### config.mk
export PLATFORM = sky130hd
export DESIGN_NAME = sdr_test_top
export DESIGN_NICKNAME = d
export VERILOG_FILES = /design/src/verilog/sdr_test_pkg.sv /design/src/verilog/sdr_test_top.sv /design/src/verilog/sdr_read_check.sv /design/src/verilog/sdr_read_issue.sv /design/src/verilog/sdr_pattern_gen.sv /design/src/verilog/sdr_test_ctrl.sv
export VERILOG_INCLUDE_DIRS = /design/src /design/src/include
export SDC_FILE = /design/constraint.sdc
export NUM_CORES = 1
export LEC_CHECK = 0
export BUFFER_PORTS_ARGS = -buffer_cell sky130_fd_sc_hd__buf_2
export CORE_MARGIN = 10
export CORE_UTILIZATION = 56
export DETAILED_ROUTE_END_ITERATION = 6
export GPL_TIMING_DRIVEN = 0
export PLACE_DENSITY = 0.85
export SYNTH_ARGS = -nofsm -noshare
export SYNTH_HDL_FRONTEND = slang
export SYNTH_HIERARCHICAL = 1
export SYNTH_SLANG_ARGS = --single-unit
### constraint.sdc
create_clock -name Clk -period 3.6 [get_ports Clk]
set_input_delay 0.54 -clock Clk [delete_from_list [all_inputs] [get_ports Clk]]
set_output_delay 0.54 -clock Clk [all_outputs]
set_load 0.01 [all_outputs]
### src/include/sdr_test_consts.svh
`ifndef SDR_TEST_CONSTS_SVH
`define SDR_TEST_CONSTS_SVH

//////////////////////////////////////////////////////////////////////
// application port geometry
//////////////////////////////////////////////////////////////////////

// application address width, words
`define SDR_ADDR_WIDTH 22

// one data word on the port
`define SDR_DATA_WIDTH 32

// address tag and sequence field, half a word each
`define SDR_TAG_WIDTH 16

//////////////////////////////////////////////////////////////////////
// test sizing
//////////////////////////////////////////////////////////////////////

// words written and read back per pass
`define SDR_TEST_WORDS 256

// word counters and error counters
`define SDR_CNT_WIDTH 16

// cycles from last read request until the verdict is forced
`define SDR_DRAIN_TIMEOUT 512

`endif
### src/verilog/sdr_test_pkg.sv
`default_nettype none

`include "sdr_test_consts.svh"

package sdr_test_pkg;

    // sequencer states, one pass runs top to bottom
    typedef enum logic [2:0]
    {
        st_idle      = 3'd0,
        st_wait_init = 3'd1,
        st_write     = 3'd2,
        st_read      = 3'd3,
        st_drain     = 3'd4,
        st_verdict   = 3'd5
    } test_state_t;

    // tag in the upper half, sequence in the lower half
    typedef struct packed
    {
        logic [`SDR_TAG_WIDTH-1:0] addr_tag;
        logic [`SDR_TAG_WIDTH-1:0] seq;
    } pattern_fields_t;

    // one port word, seen whole or split into its two fields
    typedef union packed
    {
        logic [`SDR_DATA_WIDTH-1:0] raw;
        pattern_fields_t            fields;
    } pattern_word_t;

endpackage

`default_nettype wire

### src/verilog/sdr_test_top.sv
`timescale 1ns/1ps
`default_nettype none

`include "sdr_test_consts.svh"

module sdr_test_top
(
    input  wire                        Clk,
    input  wire                        arst_n,
    input  wire                        start,
    input  wire                        init_done,
    input  wire                        ref_busy,
    input  wire                        rd_valid,
    input  wire  [`SDR_DATA_WIDTH-1:0] rd_data,
    output logic                       wr_en,
    output logic [`SDR_ADDR_WIDTH-1:0] wr_addr,
    output logic [`SDR_DATA_WIDTH-1:0] wr_data,
    output logic                       rd_en,
    output logic [`SDR_ADDR_WIDTH-1:0] rd_addr,
    output logic                       busy,
    output logic                       done,
    output logic                       pass_ok,
    output logic [`SDR_CNT_WIDTH-1:0]  data_err_cnt,
    output logic [`SDR_CNT_WIDTH-1:0]  tag_err_cnt,
    output logic [`SDR_ADDR_WIDTH-1:0] first_err_addr,
    output logic                       timed_out
);
    // phase levels and handback strobes
    logic wr_go;
    logic rd_go;
    logic pass_odd;
    logic chk_clear;
    logic wr_last;
    logic rd_last;
    logic chk_last;
    logic chk_err_any;

    sdr_test_ctrl u_ctrl
    (
        .Clk(Clk), .arst_n(arst_n), .start(start), .init_done(init_done),
        .wr_last(wr_last), .rd_last(rd_last), .chk_last(chk_last),
        .chk_err_any(chk_err_any), .wr_go(wr_go), .rd_go(rd_go),
        .pass_odd(pass_odd), .chk_clear(chk_clear), .busy(busy), .done(done),
        .pass_ok(pass_ok), .timed_out(timed_out)
    );

    sdr_pattern_gen u_pattern_gen
    (
        .Clk(Clk), .arst_n(arst_n), .wr_go(wr_go), .ref_busy(ref_busy),
        .pass_odd(pass_odd), .wr_en(wr_en), .wr_addr(wr_addr),
        .wr_data(wr_data), .wr_last(wr_last)
    );

    sdr_read_issue u_read_issue
    (
        .Clk(Clk), .arst_n(arst_n), .rd_go(rd_go), .ref_busy(ref_busy),
        .rd_en(rd_en), .rd_addr(rd_addr), .rd_last(rd_last)
    );

    sdr_read_check u_read_check
    (
        .Clk(Clk), .arst_n(arst_n), .chk_clear(chk_clear), .pass_odd(pass_odd),
        .rd_valid(rd_valid), .rd_data(rd_data), .chk_last(chk_last),
        .chk_err_any(chk_err_any), .data_err_cnt(data_err_cnt),
        .tag_err_cnt(tag_err_cnt), .first_err_addr(first_err_addr)
    );

endmodule

`default_nettype wire

### src/verilog/sdr_read_check.sv
`timescale 1ns/1ps
`default_nettype none

`include "sdr_test_consts.svh"

module sdr_read_check
(
    input  wire                        Clk,
    input  wire                        arst_n,
    input  wire                        chk_clear,
    input  wire                        pass_odd,
    input  wire                        rd_valid,
    input  wire  [`SDR_DATA_WIDTH-1:0] rd_data,
    output logic                       chk_last,
    output logic                       chk_err_any,
    output logic [`SDR_CNT_WIDTH-1:0]  data_err_cnt,
    output logic [`SDR_CNT_WIDTH-1:0]  tag_err_cnt,
    output logic [`SDR_ADDR_WIDTH-1:0] first_err_addr
);
    import sdr_test_pkg::*;

    localparam logic [`SDR_CNT_WIDTH-1:0] words_full = `SDR_CNT_WIDTH'(`SDR_TEST_WORDS);
    localparam logic [`SDR_CNT_WIDTH-1:0] last_idx   = `SDR_CNT_WIDTH'(`SDR_TEST_WORDS - 1);

    // returns arrive in request order, so the count is the address
    logic [`SDR_CNT_WIDTH-1:0] rx_cnt;
    logic [`SDR_CNT_WIDTH-1:0] exp_idx;
    logic                      valid_q;
    logic                      last_q;
    logic                      err_seen;
    logic                      tag_bad;
    logic                      seq_bad;
    pattern_word_t             word_q;
    pattern_word_t             exp_word;

    // expected word for the registered return
    always_comb
    begin
        exp_word.fields.addr_tag = exp_idx[`SDR_TAG_WIDTH-1:0];
        exp_word.fields.seq      = pass_odd ? ~exp_idx[`SDR_TAG_WIDTH-1:0]
                                            :  exp_idx[`SDR_TAG_WIDTH-1:0];
    end

    // wrong tag first, otherwise any other difference sits in seq
    assign tag_bad = word_q.fields.addr_tag != exp_word.fields.addr_tag;
    assign seq_bad = !tag_bad && (word_q.raw != exp_word.raw);

    assign chk_err_any = (data_err_cnt != '0) || (tag_err_cnt != '0);

    //////////////////////////////////////////////////////////////////////
    // capture stage
    //////////////////////////////////////////////////////////////////////

    always_ff @(posedge Clk)
    begin
        if (rd_valid)
        begin
            word_q.raw <= rd_data;
            exp_idx    <= rx_cnt;
        end
    end

    //////////////////////////////////////////////////////////////////////
    // compare stage, counts and first failing address
    //////////////////////////////////////////////////////////////////////

    always_ff @(posedge Clk or negedge arst_n)
    begin
        if (!arst_n)
        begin
            rx_cnt         <= '0;
            valid_q        <= 1'b0;
            last_q         <= 1'b0;
            chk_last       <= 1'b0;
            data_err_cnt   <= '0;
            tag_err_cnt    <= '0;
            err_seen       <= 1'b0;
            first_err_addr <= '0;
        end
        else if (chk_clear)
        begin
            rx_cnt         <= '0;
            valid_q        <= 1'b0;
            last_q         <= 1'b0;
            chk_last       <= 1'b0;
            data_err_cnt   <= '0;
            tag_err_cnt    <= '0;
            err_seen       <= 1'b0;
            first_err_addr <= '0;
        end
        else
        begin
            valid_q  <= rd_valid;
            last_q   <= rd_valid && (rx_cnt == last_idx);
            chk_last <= last_q;
            if (rd_valid)
                rx_cnt <= rx_cnt + 1'b1;
            // saturating counts
            if (valid_q && tag_bad && (tag_err_cnt != '1))
                tag_err_cnt <= tag_err_cnt + 1'b1;
            if (valid_q && seq_bad && (data_err_cnt != '1))
                data_err_cnt <= data_err_cnt + 1'b1;
            if (valid_q && (tag_bad || seq_bad) && !err_seen)
            begin
                err_seen       <= 1'b1;
                first_err_addr <= {{(`SDR_ADDR_WIDTH - `SDR_CNT_WIDTH){1'b0}}, exp_idx};
            end
        end
    end

    // no return beyond the pass length until the next clear
    a_no_extra_return: assert property (@(posedge Clk) disable iff (!arst_n)
        rd_valid |-> (rx_cnt < words_full));

endmodule

`default_nettype wire

### src/verilog/sdr_read_issue.sv
`timescale 1ns/1ps
`default_nettype none

`include "sdr_test_consts.svh"

module sdr_read_issue
(
    input  wire                        Clk,
    input  wire                        arst_n,
    input  wire                        rd_go,
    input  wire                        ref_busy,
    output logic                       rd_en,
    output logic [`SDR_ADDR_WIDTH-1:0] rd_addr,
    output logic                       rd_last
);
    localparam logic [`SDR_CNT_WIDTH-1:0] last_idx = `SDR_CNT_WIDTH'(`SDR_TEST_WORDS - 1);

    logic                      rd_go_q;
    logic                      active;
    logic                      issue;
    logic [`SDR_CNT_WIDTH-1:0] cnt;

    // one read per cycle unless refresh holds us off
    assign issue = active && rd_go && !ref_busy;

    always_ff @(posedge Clk or negedge arst_n)
    begin
        if (!arst_n)
        begin
            rd_go_q <= 1'b0;
            active  <= 1'b0;
            cnt     <= '0;
            rd_en   <= 1'b0;
            rd_last <= 1'b0;
        end
        else
        begin
            rd_go_q <= rd_go;
            rd_en   <= issue;
            rd_last <= issue && (cnt == last_idx);
            // restart from address 0 on each read phase
            if (rd_go && !rd_go_q)
            begin
                cnt    <= '0;
                active <= 1'b1;
            end
            else if (!rd_go)
                active <= 1'b0;
            else if (issue)
            begin
                cnt <= cnt + 1'b1;
                if (cnt == last_idx)
                    active <= 1'b0;
            end
        end
    end

    // address valid with the strobe
    always_ff @(posedge Clk)
    begin
        if (issue)
            rd_addr <= {{(`SDR_ADDR_WIDTH - `SDR_CNT_WIDTH){1'b0}}, cnt};
    end

endmodule

`default_nettype wire

### src/verilog/sdr_pattern_gen.sv
`timescale 1ns/1ps
`default_nettype none

`include "sdr_test_consts.svh"

module sdr_pattern_gen
(
    input  wire                        Clk,
    input  wire                        arst_n,
    input  wire                        wr_go,
    input  wire                        ref_busy,
    input  wire                        pass_odd,
    output logic                       wr_en,
    output logic [`SDR_ADDR_WIDTH-1:0] wr_addr,
    output logic [`SDR_DATA_WIDTH-1:0] wr_data,
    output logic                       wr_last
);
    import sdr_test_pkg::*;

    localparam logic [`SDR_CNT_WIDTH-1:0] last_idx = `SDR_CNT_WIDTH'(`SDR_TEST_WORDS - 1);

    logic                      wr_go_q;
    // set on wr_go rising, cleared after the final word
    logic                      active;
    logic                      issue;
    logic [`SDR_CNT_WIDTH-1:0] cnt;
    pattern_word_t             word_next;

    // refresh pauses the counter, it resumes where it stopped
    assign issue = active && wr_go && !ref_busy;

    // tag is the low address bits, seq follows pass parity
    always_comb
    begin
        word_next.fields.addr_tag = cnt[`SDR_TAG_WIDTH-1:0];
        word_next.fields.seq      = pass_odd ? ~cnt[`SDR_TAG_WIDTH-1:0]
                                             :  cnt[`SDR_TAG_WIDTH-1:0];
    end

    //////////////////////////////////////////////////////////////////////
    // write address counter and strobes
    //////////////////////////////////////////////////////////////////////

    always_ff @(posedge Clk or negedge arst_n)
    begin
        if (!arst_n)
        begin
            wr_go_q <= 1'b0;
            active  <= 1'b0;
            cnt     <= '0;
            wr_en   <= 1'b0;
            wr_last <= 1'b0;
        end
        else
        begin
            wr_go_q <= wr_go;
            wr_en   <= issue;
            wr_last <= issue && (cnt == last_idx);
            if (wr_go && !wr_go_q)
            begin
                cnt    <= '0;
                active <= 1'b1;
            end
            else if (!wr_go)
                active <= 1'b0;
            else if (issue)
            begin
                cnt <= cnt + 1'b1;
                if (cnt == last_idx)
                    active <= 1'b0;
            end
        end
    end

    // address and data travel with the strobe
    always_ff @(posedge Clk)
    begin
        if (issue)
        begin
            wr_addr <= {{(`SDR_ADDR_WIDTH - `SDR_CNT_WIDTH){1'b0}}, cnt};
            wr_data <= word_next.raw;
        end
    end

    // refresh seen last cycle means no write now
    a_no_wr_in_refresh: assert property (@(posedge Clk) disable iff (!arst_n)
        wr_en |-> !$past(ref_busy));

endmodule

`default_nettype wire

### src/verilog/sdr_test_ctrl.sv
`timescale 1ns/1ps
`default_nettype none

`include "sdr_test_consts.svh"

module sdr_test_ctrl
(
    input  wire  Clk,
    input  wire  arst_n,
    input  wire  start,
    input  wire  init_done,
    input  wire  wr_last,
    input  wire  rd_last,
    input  wire  chk_last,
    input  wire  chk_err_any,
    output logic wr_go,
    output logic rd_go,
    output logic pass_odd,
    output logic chk_clear,
    output logic busy,
    output logic done,
    output logic pass_ok,
    output logic timed_out
);
    import sdr_test_pkg::*;

    localparam int drain_w = $clog2(`SDR_DRAIN_TIMEOUT);
    localparam logic [drain_w-1:0] drain_last = drain_w'(`SDR_DRAIN_TIMEOUT - 1);

    test_state_t        state;
    logic               start_acc;
    // parity handed out at the next accepted start
    logic               next_odd;
    logic [drain_w-1:0] drain_cnt;

    // start only counts between passes
    assign start_acc = start && ((state == st_idle) || (state == st_verdict));

    // phase levels straight off the state register
    assign wr_go = (state == st_write);
    assign rd_go = (state == st_read);
    assign busy  = (state != st_idle) && (state != st_verdict);

    //////////////////////////////////////////////////////////////////////
    // pass sequencer
    //////////////////////////////////////////////////////////////////////

    always_ff @(posedge Clk or negedge arst_n)
    begin
        if (!arst_n)
        begin
            state     <= st_idle;
            next_odd  <= 1'b0;
            pass_odd  <= 1'b0;
            chk_clear <= 1'b0;
            done      <= 1'b0;
            pass_ok   <= 1'b0;
            timed_out <= 1'b0;
            drain_cnt <= '0;
        end
        else
        begin
            chk_clear <= start_acc;
            done      <= 1'b0;
            // new pass: flip parity, drop old verdict
            if (start_acc)
            begin
                pass_odd  <= next_odd;
                next_odd  <= ~next_odd;
                pass_ok   <= 1'b0;
                timed_out <= 1'b0;
            end
            case (state)
                st_idle, st_verdict:
                    if (start_acc)
                        state <= st_wait_init;
                st_wait_init:
                    if (init_done)
                        state <= st_write;
                st_write:
                    if (wr_last)
                        state <= st_read;
                st_read:
                    if (rd_last)
                    begin
                        state     <= st_drain;
                        drain_cnt <= '0;
                    end
                st_drain:
                    // last compare wins over the timeout in the same cycle
                    if (chk_last)
                    begin
                        done    <= 1'b1;
                        pass_ok <= !chk_err_any;
                        state   <= st_verdict;
                    end
                    else if (drain_cnt == drain_last)
                    begin
                        done      <= 1'b1;
                        timed_out <= 1'b1;
                        state     <= st_verdict;
                    end
                    else
                        drain_cnt <= drain_cnt + 1'b1;
                default:
                    state <= st_idle;
            endcase
        end
    end

    // write and read phases never overlap
    a_go_exclusive: assert property (@(posedge Clk) disable iff (!arst_n)
        !(wr_go && rd_go));

endmodule

`default_nettype wire

Word-level counts from Yosys, hierarchy flattened

Index checks and enable logic that the tools add are counted.

Word-level logic and storage cells: 162
Output and inout bits: 136
Bits in registers: 244

Reductions and logical operators: 47
Eq/ne operators: 25
Multiplexer cells: 50
Bitwise operators: 3
$add $sub $neg: 6

Operators by type and width:

| cell                                                  | number |
|---|---|
| 2-to-1 mux 16 bit                                     | 14 |
| adder 16 x 1 -> 16 bit (second input constant)        | 5 |
| equality test 16 x 8 -> 1 bit (second input constant) | 3 |
| 2-to-1 mux 22 bit                                     | 2 |
| inequality test 16 bit (second input constant)        | 2 |
| inequality test 32 bit                                | 1 |
| NOT 16 bit                                            | 2 |
| nonzero test 16 bit                                   | 2 |
| 2-to-1 mux 9 bit                                      | 3 |
| 2-to-1 mux 1 bit                                      | 23 |
| logical AND 1 bit                                     | 18 |
| 2-to-1 mux 3 bit                                      | 6 |
| case mux 9 bit (2 select lines)                       | 1 |
| nonzero test 2 bit                                    | 9 |
| inequality test 16 bit                                | 1 |
| inequality test 3 bit (second input constant)         | 5 |
| case mux 3 bit (5 select lines)                       | 1 |
| inequality test 2 bit (second input constant)         | 5 |
| adder 9 x 1 -> 9 bit (second input constant)          | 1 |
| equality test 9 bit (second input constant)           | 1 |
| AND reduction 2 bit                                   | 4 |
| equality test 3 x 2 -> 1 bit (second input constant)  | 2 |
| equality test 3 bit (second input constant)           | 2 |
| logical NOT 1 bit                                     | 6 |
| 10 further kinds                                      | 12 |

Depth between registers and ports, before layout

Word-level depth: 9
Gate-level depth with buffers: 9

By module

Netlist, hierarchy kept.

Modules (own cells, without submodules):

| module          | cells each | area an instance (um^2) | times used | sequential area each (um^2) |
|---|---|---|---|---|
| sdr_read_check  | 446        | 5250.0                  | 1          | 3143.0 |
| sdr_pattern_gen | 175        | 2272.2                  | 1          | 1461.4 |
| sdr_read_issue  | 119        | 1516.5                  | 1          | 980.9 |
| sdr_test_ctrl   | 98         | 963.4                   | 1          | 450.4 |

Least setup slack after synthesis

Ideal clock, no wire load.

Kind: reg-to-reg
Start point: register u_read_check.exp_idx[5]
End point: register u_read_check.data_err_cnt[10]
Arrival: 2.492 ns
Path buffers: 0
Library setup time: 0.125 ns
Cell stages (with the launch flop): 8
Required time: 3.475 ns
Setup slack: 0.983 ns
Period minus slack after synthesis: 2.617 ns
Cells stage by stage: edfxtp_1 > xnor2_1 > nand4_1 > or4_4 > or3_1 > or3b_4 > nor3_1 > mux2_2

Longest elaborated chain between the ends: 7

RTL lines:

| item                             | RTL line              | RTL |
|---|---|---|
| start, declared                  | sdr_read_check.sv:27  | `` logic [`SDR_CNT_WIDTH-1:0] exp_idx; `` |
| start signal, assigned           | sdr_read_check.sv:59  | `exp_idx <= rx_cnt;` |
| NOT 16 bit                       | sdr_read_check.sv:40  | `` exp_word.fields.seq = pass_odd ? ~exp_idx[`SDR_TAG_WIDTH-1:0] `` |
| 2-to-1 mux 16 bit                | sdr_read_check.sv:40  |  |
| inequality test 32 bit           | sdr_read_check.sv:46  | `assign seq_bad = !tag_bad && (word_q.raw != exp_word.raw);` |
| logical AND 1 bit *              | sdr_read_check.sv:46  |  |
| logical AND 1 bit * (2 in a row) | sdr_read_check.sv:101 | `if (valid_q && seq_bad && (data_err_cnt != '1))` |
| nonzero test 2 bit (no line) *   | --                    |  |
| end signal, assigned             | sdr_read_check.sv:102 | `data_err_cnt <= data_err_cnt + 1'b1;` |
| end, declared                    | sdr_read_check.sv:16  | `` output logic [`SDR_CNT_WIDTH-1:0] data_err_cnt, `` |

Mark *: on every way between the ends. The rest lies on a longest branch, timed or not.
A chain may end at the register's enable or synchronous reset.

Worst setup path after layout

Start point: register u_ctrl.state[0]
End point: register u_pattern_gen.cnt[1]

Longest elaborated chain between the ends: 5

RTL lines:

| item                           | RTL line              | RTL |
|---|---|---|
| start, declared                | sdr_test_ctrl.sv:30   | `test_state_t state;` |
| start signal, assigned         | sdr_test_ctrl.sv:52   | `state <= st_idle;` |
| start signal, assigned         | sdr_test_ctrl.sv:76   | `state <= st_wait_init;` |
| start signal, assigned         | sdr_test_ctrl.sv:79   | `state <= st_write;` |
| equality test 3 x 2 -> 1 bit   | sdr_test_ctrl.sv:40   | `assign wr_go = (state == st_write);` |
| named net wr_go                | sdr_test_top.sv:29    | `logic wr_go;` |
| logical AND 1 bit (2 in a row) | sdr_pattern_gen.sv:30 | `assign issue = active && wr_go && !ref_busy;` |
| named net u_pattern_gen.issue  | sdr_pattern_gen.sv:25 | `logic issue;` |
| nonzero test 2 bit (no line)   | --                    |  |
| AND reduction 2 bit (no line)  | --                    |  |
| end signal, assigned           | sdr_pattern_gen.sv:68 | `cnt <= cnt + 1'b1;` |
| end, declared                  | sdr_pattern_gen.sv:26 | `` logic [`SDR_CNT_WIDTH-1:0] cnt; `` |

The timed path passes the listed nets, and every way through them passes these cells.

==> out/results.ini <==
[place]
globalplace.congestion=0.886
port_buffers=155
dpl.hpwl_um=15700

[synth]
synth-async-reset-ratio_pct=56.8
synth_area_leaders=dfrtp_1, edfxtp_1, xor2_1
synth.distinct_cells=68
synth-edff-count=96
synth.cell_area_um2=10000
post-synth-top-area-cell=dfrtp_1
ys_ff_latch=222
syn_inst=838
synthFlopType=dfrtp_1
synth_top_area_share_pct=31.5
seq_area_frac_synth_pct=60.3
avgSynthCellArea_um2=11.9
yosys_warnings=6

[routing]
first_pass_iters=6
wl_per_cell_um=17.4
drt-initial-drc-count=519
route.detailed.drc=0
ant_nets=0
routed_wl_um=22200
via_per_inst=5.49
vias=7000

[worst_setup_path]
arrival_ns=3.47
critPathRequiredTime_ns=4.02
critPathKind=register to register
worst_setup_path_end_kind=register
crit_fanout=34
worstSetupStartpointType=register

[clock_network]
cts_buffers=23
htree_levels=1
clkTransAtPathRegs_ns=0.06
clk_latency_ns=0.50
cts.sinks=222
cts-root-buf=clkbuf_16
cts_tree=yes
clockBufferDepth=3

[global_routing]
track_usage_pct=18.2
overflow=0
grt_antenna_before_repair=0
grt_pass1_wl_um=36300
grt_pass1_vias=7050
grt_max_degree=93

[floorplanning]
start_util_pct=57.4
die_w_um=154
num_rows=48
core_area_um2=17400
ios=174
die_h_um=154
dieArea_um2=23600

[layout]
register_area_um2=6040
area_growth_syn_to_layout_pct=19.6
fillers=1259
multi_input_area_um2=3550
most-common-layout-cells=buf_2, dfrtp_1, edfxtp_1
nets=1082
layout_commonest_cell=buf_2
drive_gt1_share_pct=25.4
insertedDiodeCount=0

[timing]
slew-limit-headroom_pct=18.9
fin_tns_setup_ns=0
rsz0062_at_grt=no
hold_viol=0
min_period_ns=3.05
max_freq_ghz=0.328
fin_skew_ns=0.0103
slew_viol_final=0
setup_viol=0
fin_crit_sh_pct=84.7
worst_slew_pin_slew_ns=1.22

[flow_run]
drv_cap=0

[hold_path]
hold_path_class=input pin to register

[power_and_ir_drop]
p_leak_nw=5.50
total_power_mw=7.27
powerDensity_nw_per_um2=608
vdd_drop_max_uv=431

[status]
outcome=completed

==> critical path, cell delays in order, from the launching register on <==
cell and delay, ns:
dfrtp_1 0.37, clkbuf_1 0.22, nor3b_1 0.89, nand3b_4 0.21, inv_1 0.93, a22oi_1 0.17
o2bb2ai_1 0.19
==> cells in the mapped netlist (4+ instances only) <==
library cell,number
and3_1,10
nand4_1,25
and4_1,5
or4_1,10
nor4_1,15
nand2_1,57
nor3_1,11
a21oi_1,30
xor2_1,49
nand3_1,29
buf_4,36
o21ai_0,28
xnor2_1,42
inv_1,22
buf_2,4
buf_1,4
ha_1,9
dfrtp_1,126
or3_1,19
mux2i_1,28
a31o_2,5
edfxtp_1,96
clkbuf_1,12
nand2b_1,8
nor2b_1,10
nor2_1,83
==> cell type report <==
type / instances / share of cell area (%)
plain buffers: 60 / 3.23
multi-input cells: 549 / 29.7
well taps: 225 / 2.35
repair buffers: 157 / 6.85
clock buffers: 25 / 4.96
clock inverters: 16 / 1.74
flip-flops and latches: 222 / 50.5
inverters: 22 / 0.690
==> power by group <==
part,total (mW),switching [mW],internal [mW]
Combinational,1.45,0.879,0.573
Sequential,3.33,0.263,3.06
Clock,2.50,0.951,1.55
Total,7.27,2.09,5.18
==> through the flow <==
step,cell area (um2),hold slack (ns),setup WS [ns],utilization (%),cells
5_1_grt,12000,0.196,0.170,68.7,1276
2_1_floorplan,10100,0.244,0.983,-,853
6_report,12000,0.216,0.551,68.7,1276
3_3_place_gp,11100,0.435,0.247,63.8,1233
3_5_place_dp,11100,0.435,0.481,64.0,1234
4_1_cts,12000,0.196,0.444,68.7,1276
==> repair_timing <==
action	CTS	global route
buffers inserted	0	0
hold endpoints to repair	34	0
resized for setup	0	0
hold buffers	1	0
==> final timing paths <==
kind                                       from                            to  cells after the start  slack, ns
setup / recovery                u_ctrl/state[0]          u_pattern_gen/cnt[1]                      6       0.55
hold / removal                       rd_data[0]        u_read_check/word_q[0]                      1       0.22
setup reg to reg                u_ctrl/state[0]          u_pattern_gen/cnt[1]                      6       0.55
hold reg to reg            u_pattern_gen/cnt[9]     u_pattern_gen/wr_data[25]                      0       0.45
max in group asynchronous                arst_n  u_read_check/data_err_cnt[3]                      3       2.31
min in group asynchronous                arst_n        u_read_check/rx_cnt[0]                      2       0.51
==> cell families (layout without fill, tap and decap cells) <==
| kind of cell | count (synthesis) | after routing | synth area share (%) |
|---|---|---|---|
| fa+ha+maj | 9 | 9 | 1.13 |
| compound gates | 87 | 87 | 5.49 |
| other cells | 3 | 18 | 0.113 |
| flops | 222 | 222 | 60.3 |
| xor+xnor | 91 | 91 | 7.97 |
| buf+inv | 82 | 280 | 4.69 |
| mux | 30 | 30 | 3.03 |
| simple gates | 314 | 314 | 17.2 |
==> layer usage <==
layer	GRT usage [%]	routed length [um]	vias up
met5	0	0	-
met4	5.22	435	0
met3	3.49	1560	37
met2	30.0	11000	248
met1	23.9	9250	3386
li1	-	-	3329
==> state kept, by name, indices dropped and copies added, names as in the netlist, 9 cells and up <==
register	cells
u_read_issue/cnt	16
u_read_issue/rd_addr	16
u_read_check/tag_err_cnt	16
u_read_check/first_err_addr	16
u_pattern_gen/cnt	16
u_read_check/rx_cnt	16
u_read_check/exp_idx	16
u_ctrl/drain_cnt	9
u_read_check/word_q	32
u_pattern_gen/wr_data	32
u_read_check/data_err_cnt	16
No activity file was read; power rests on OpenSTA's default activity.
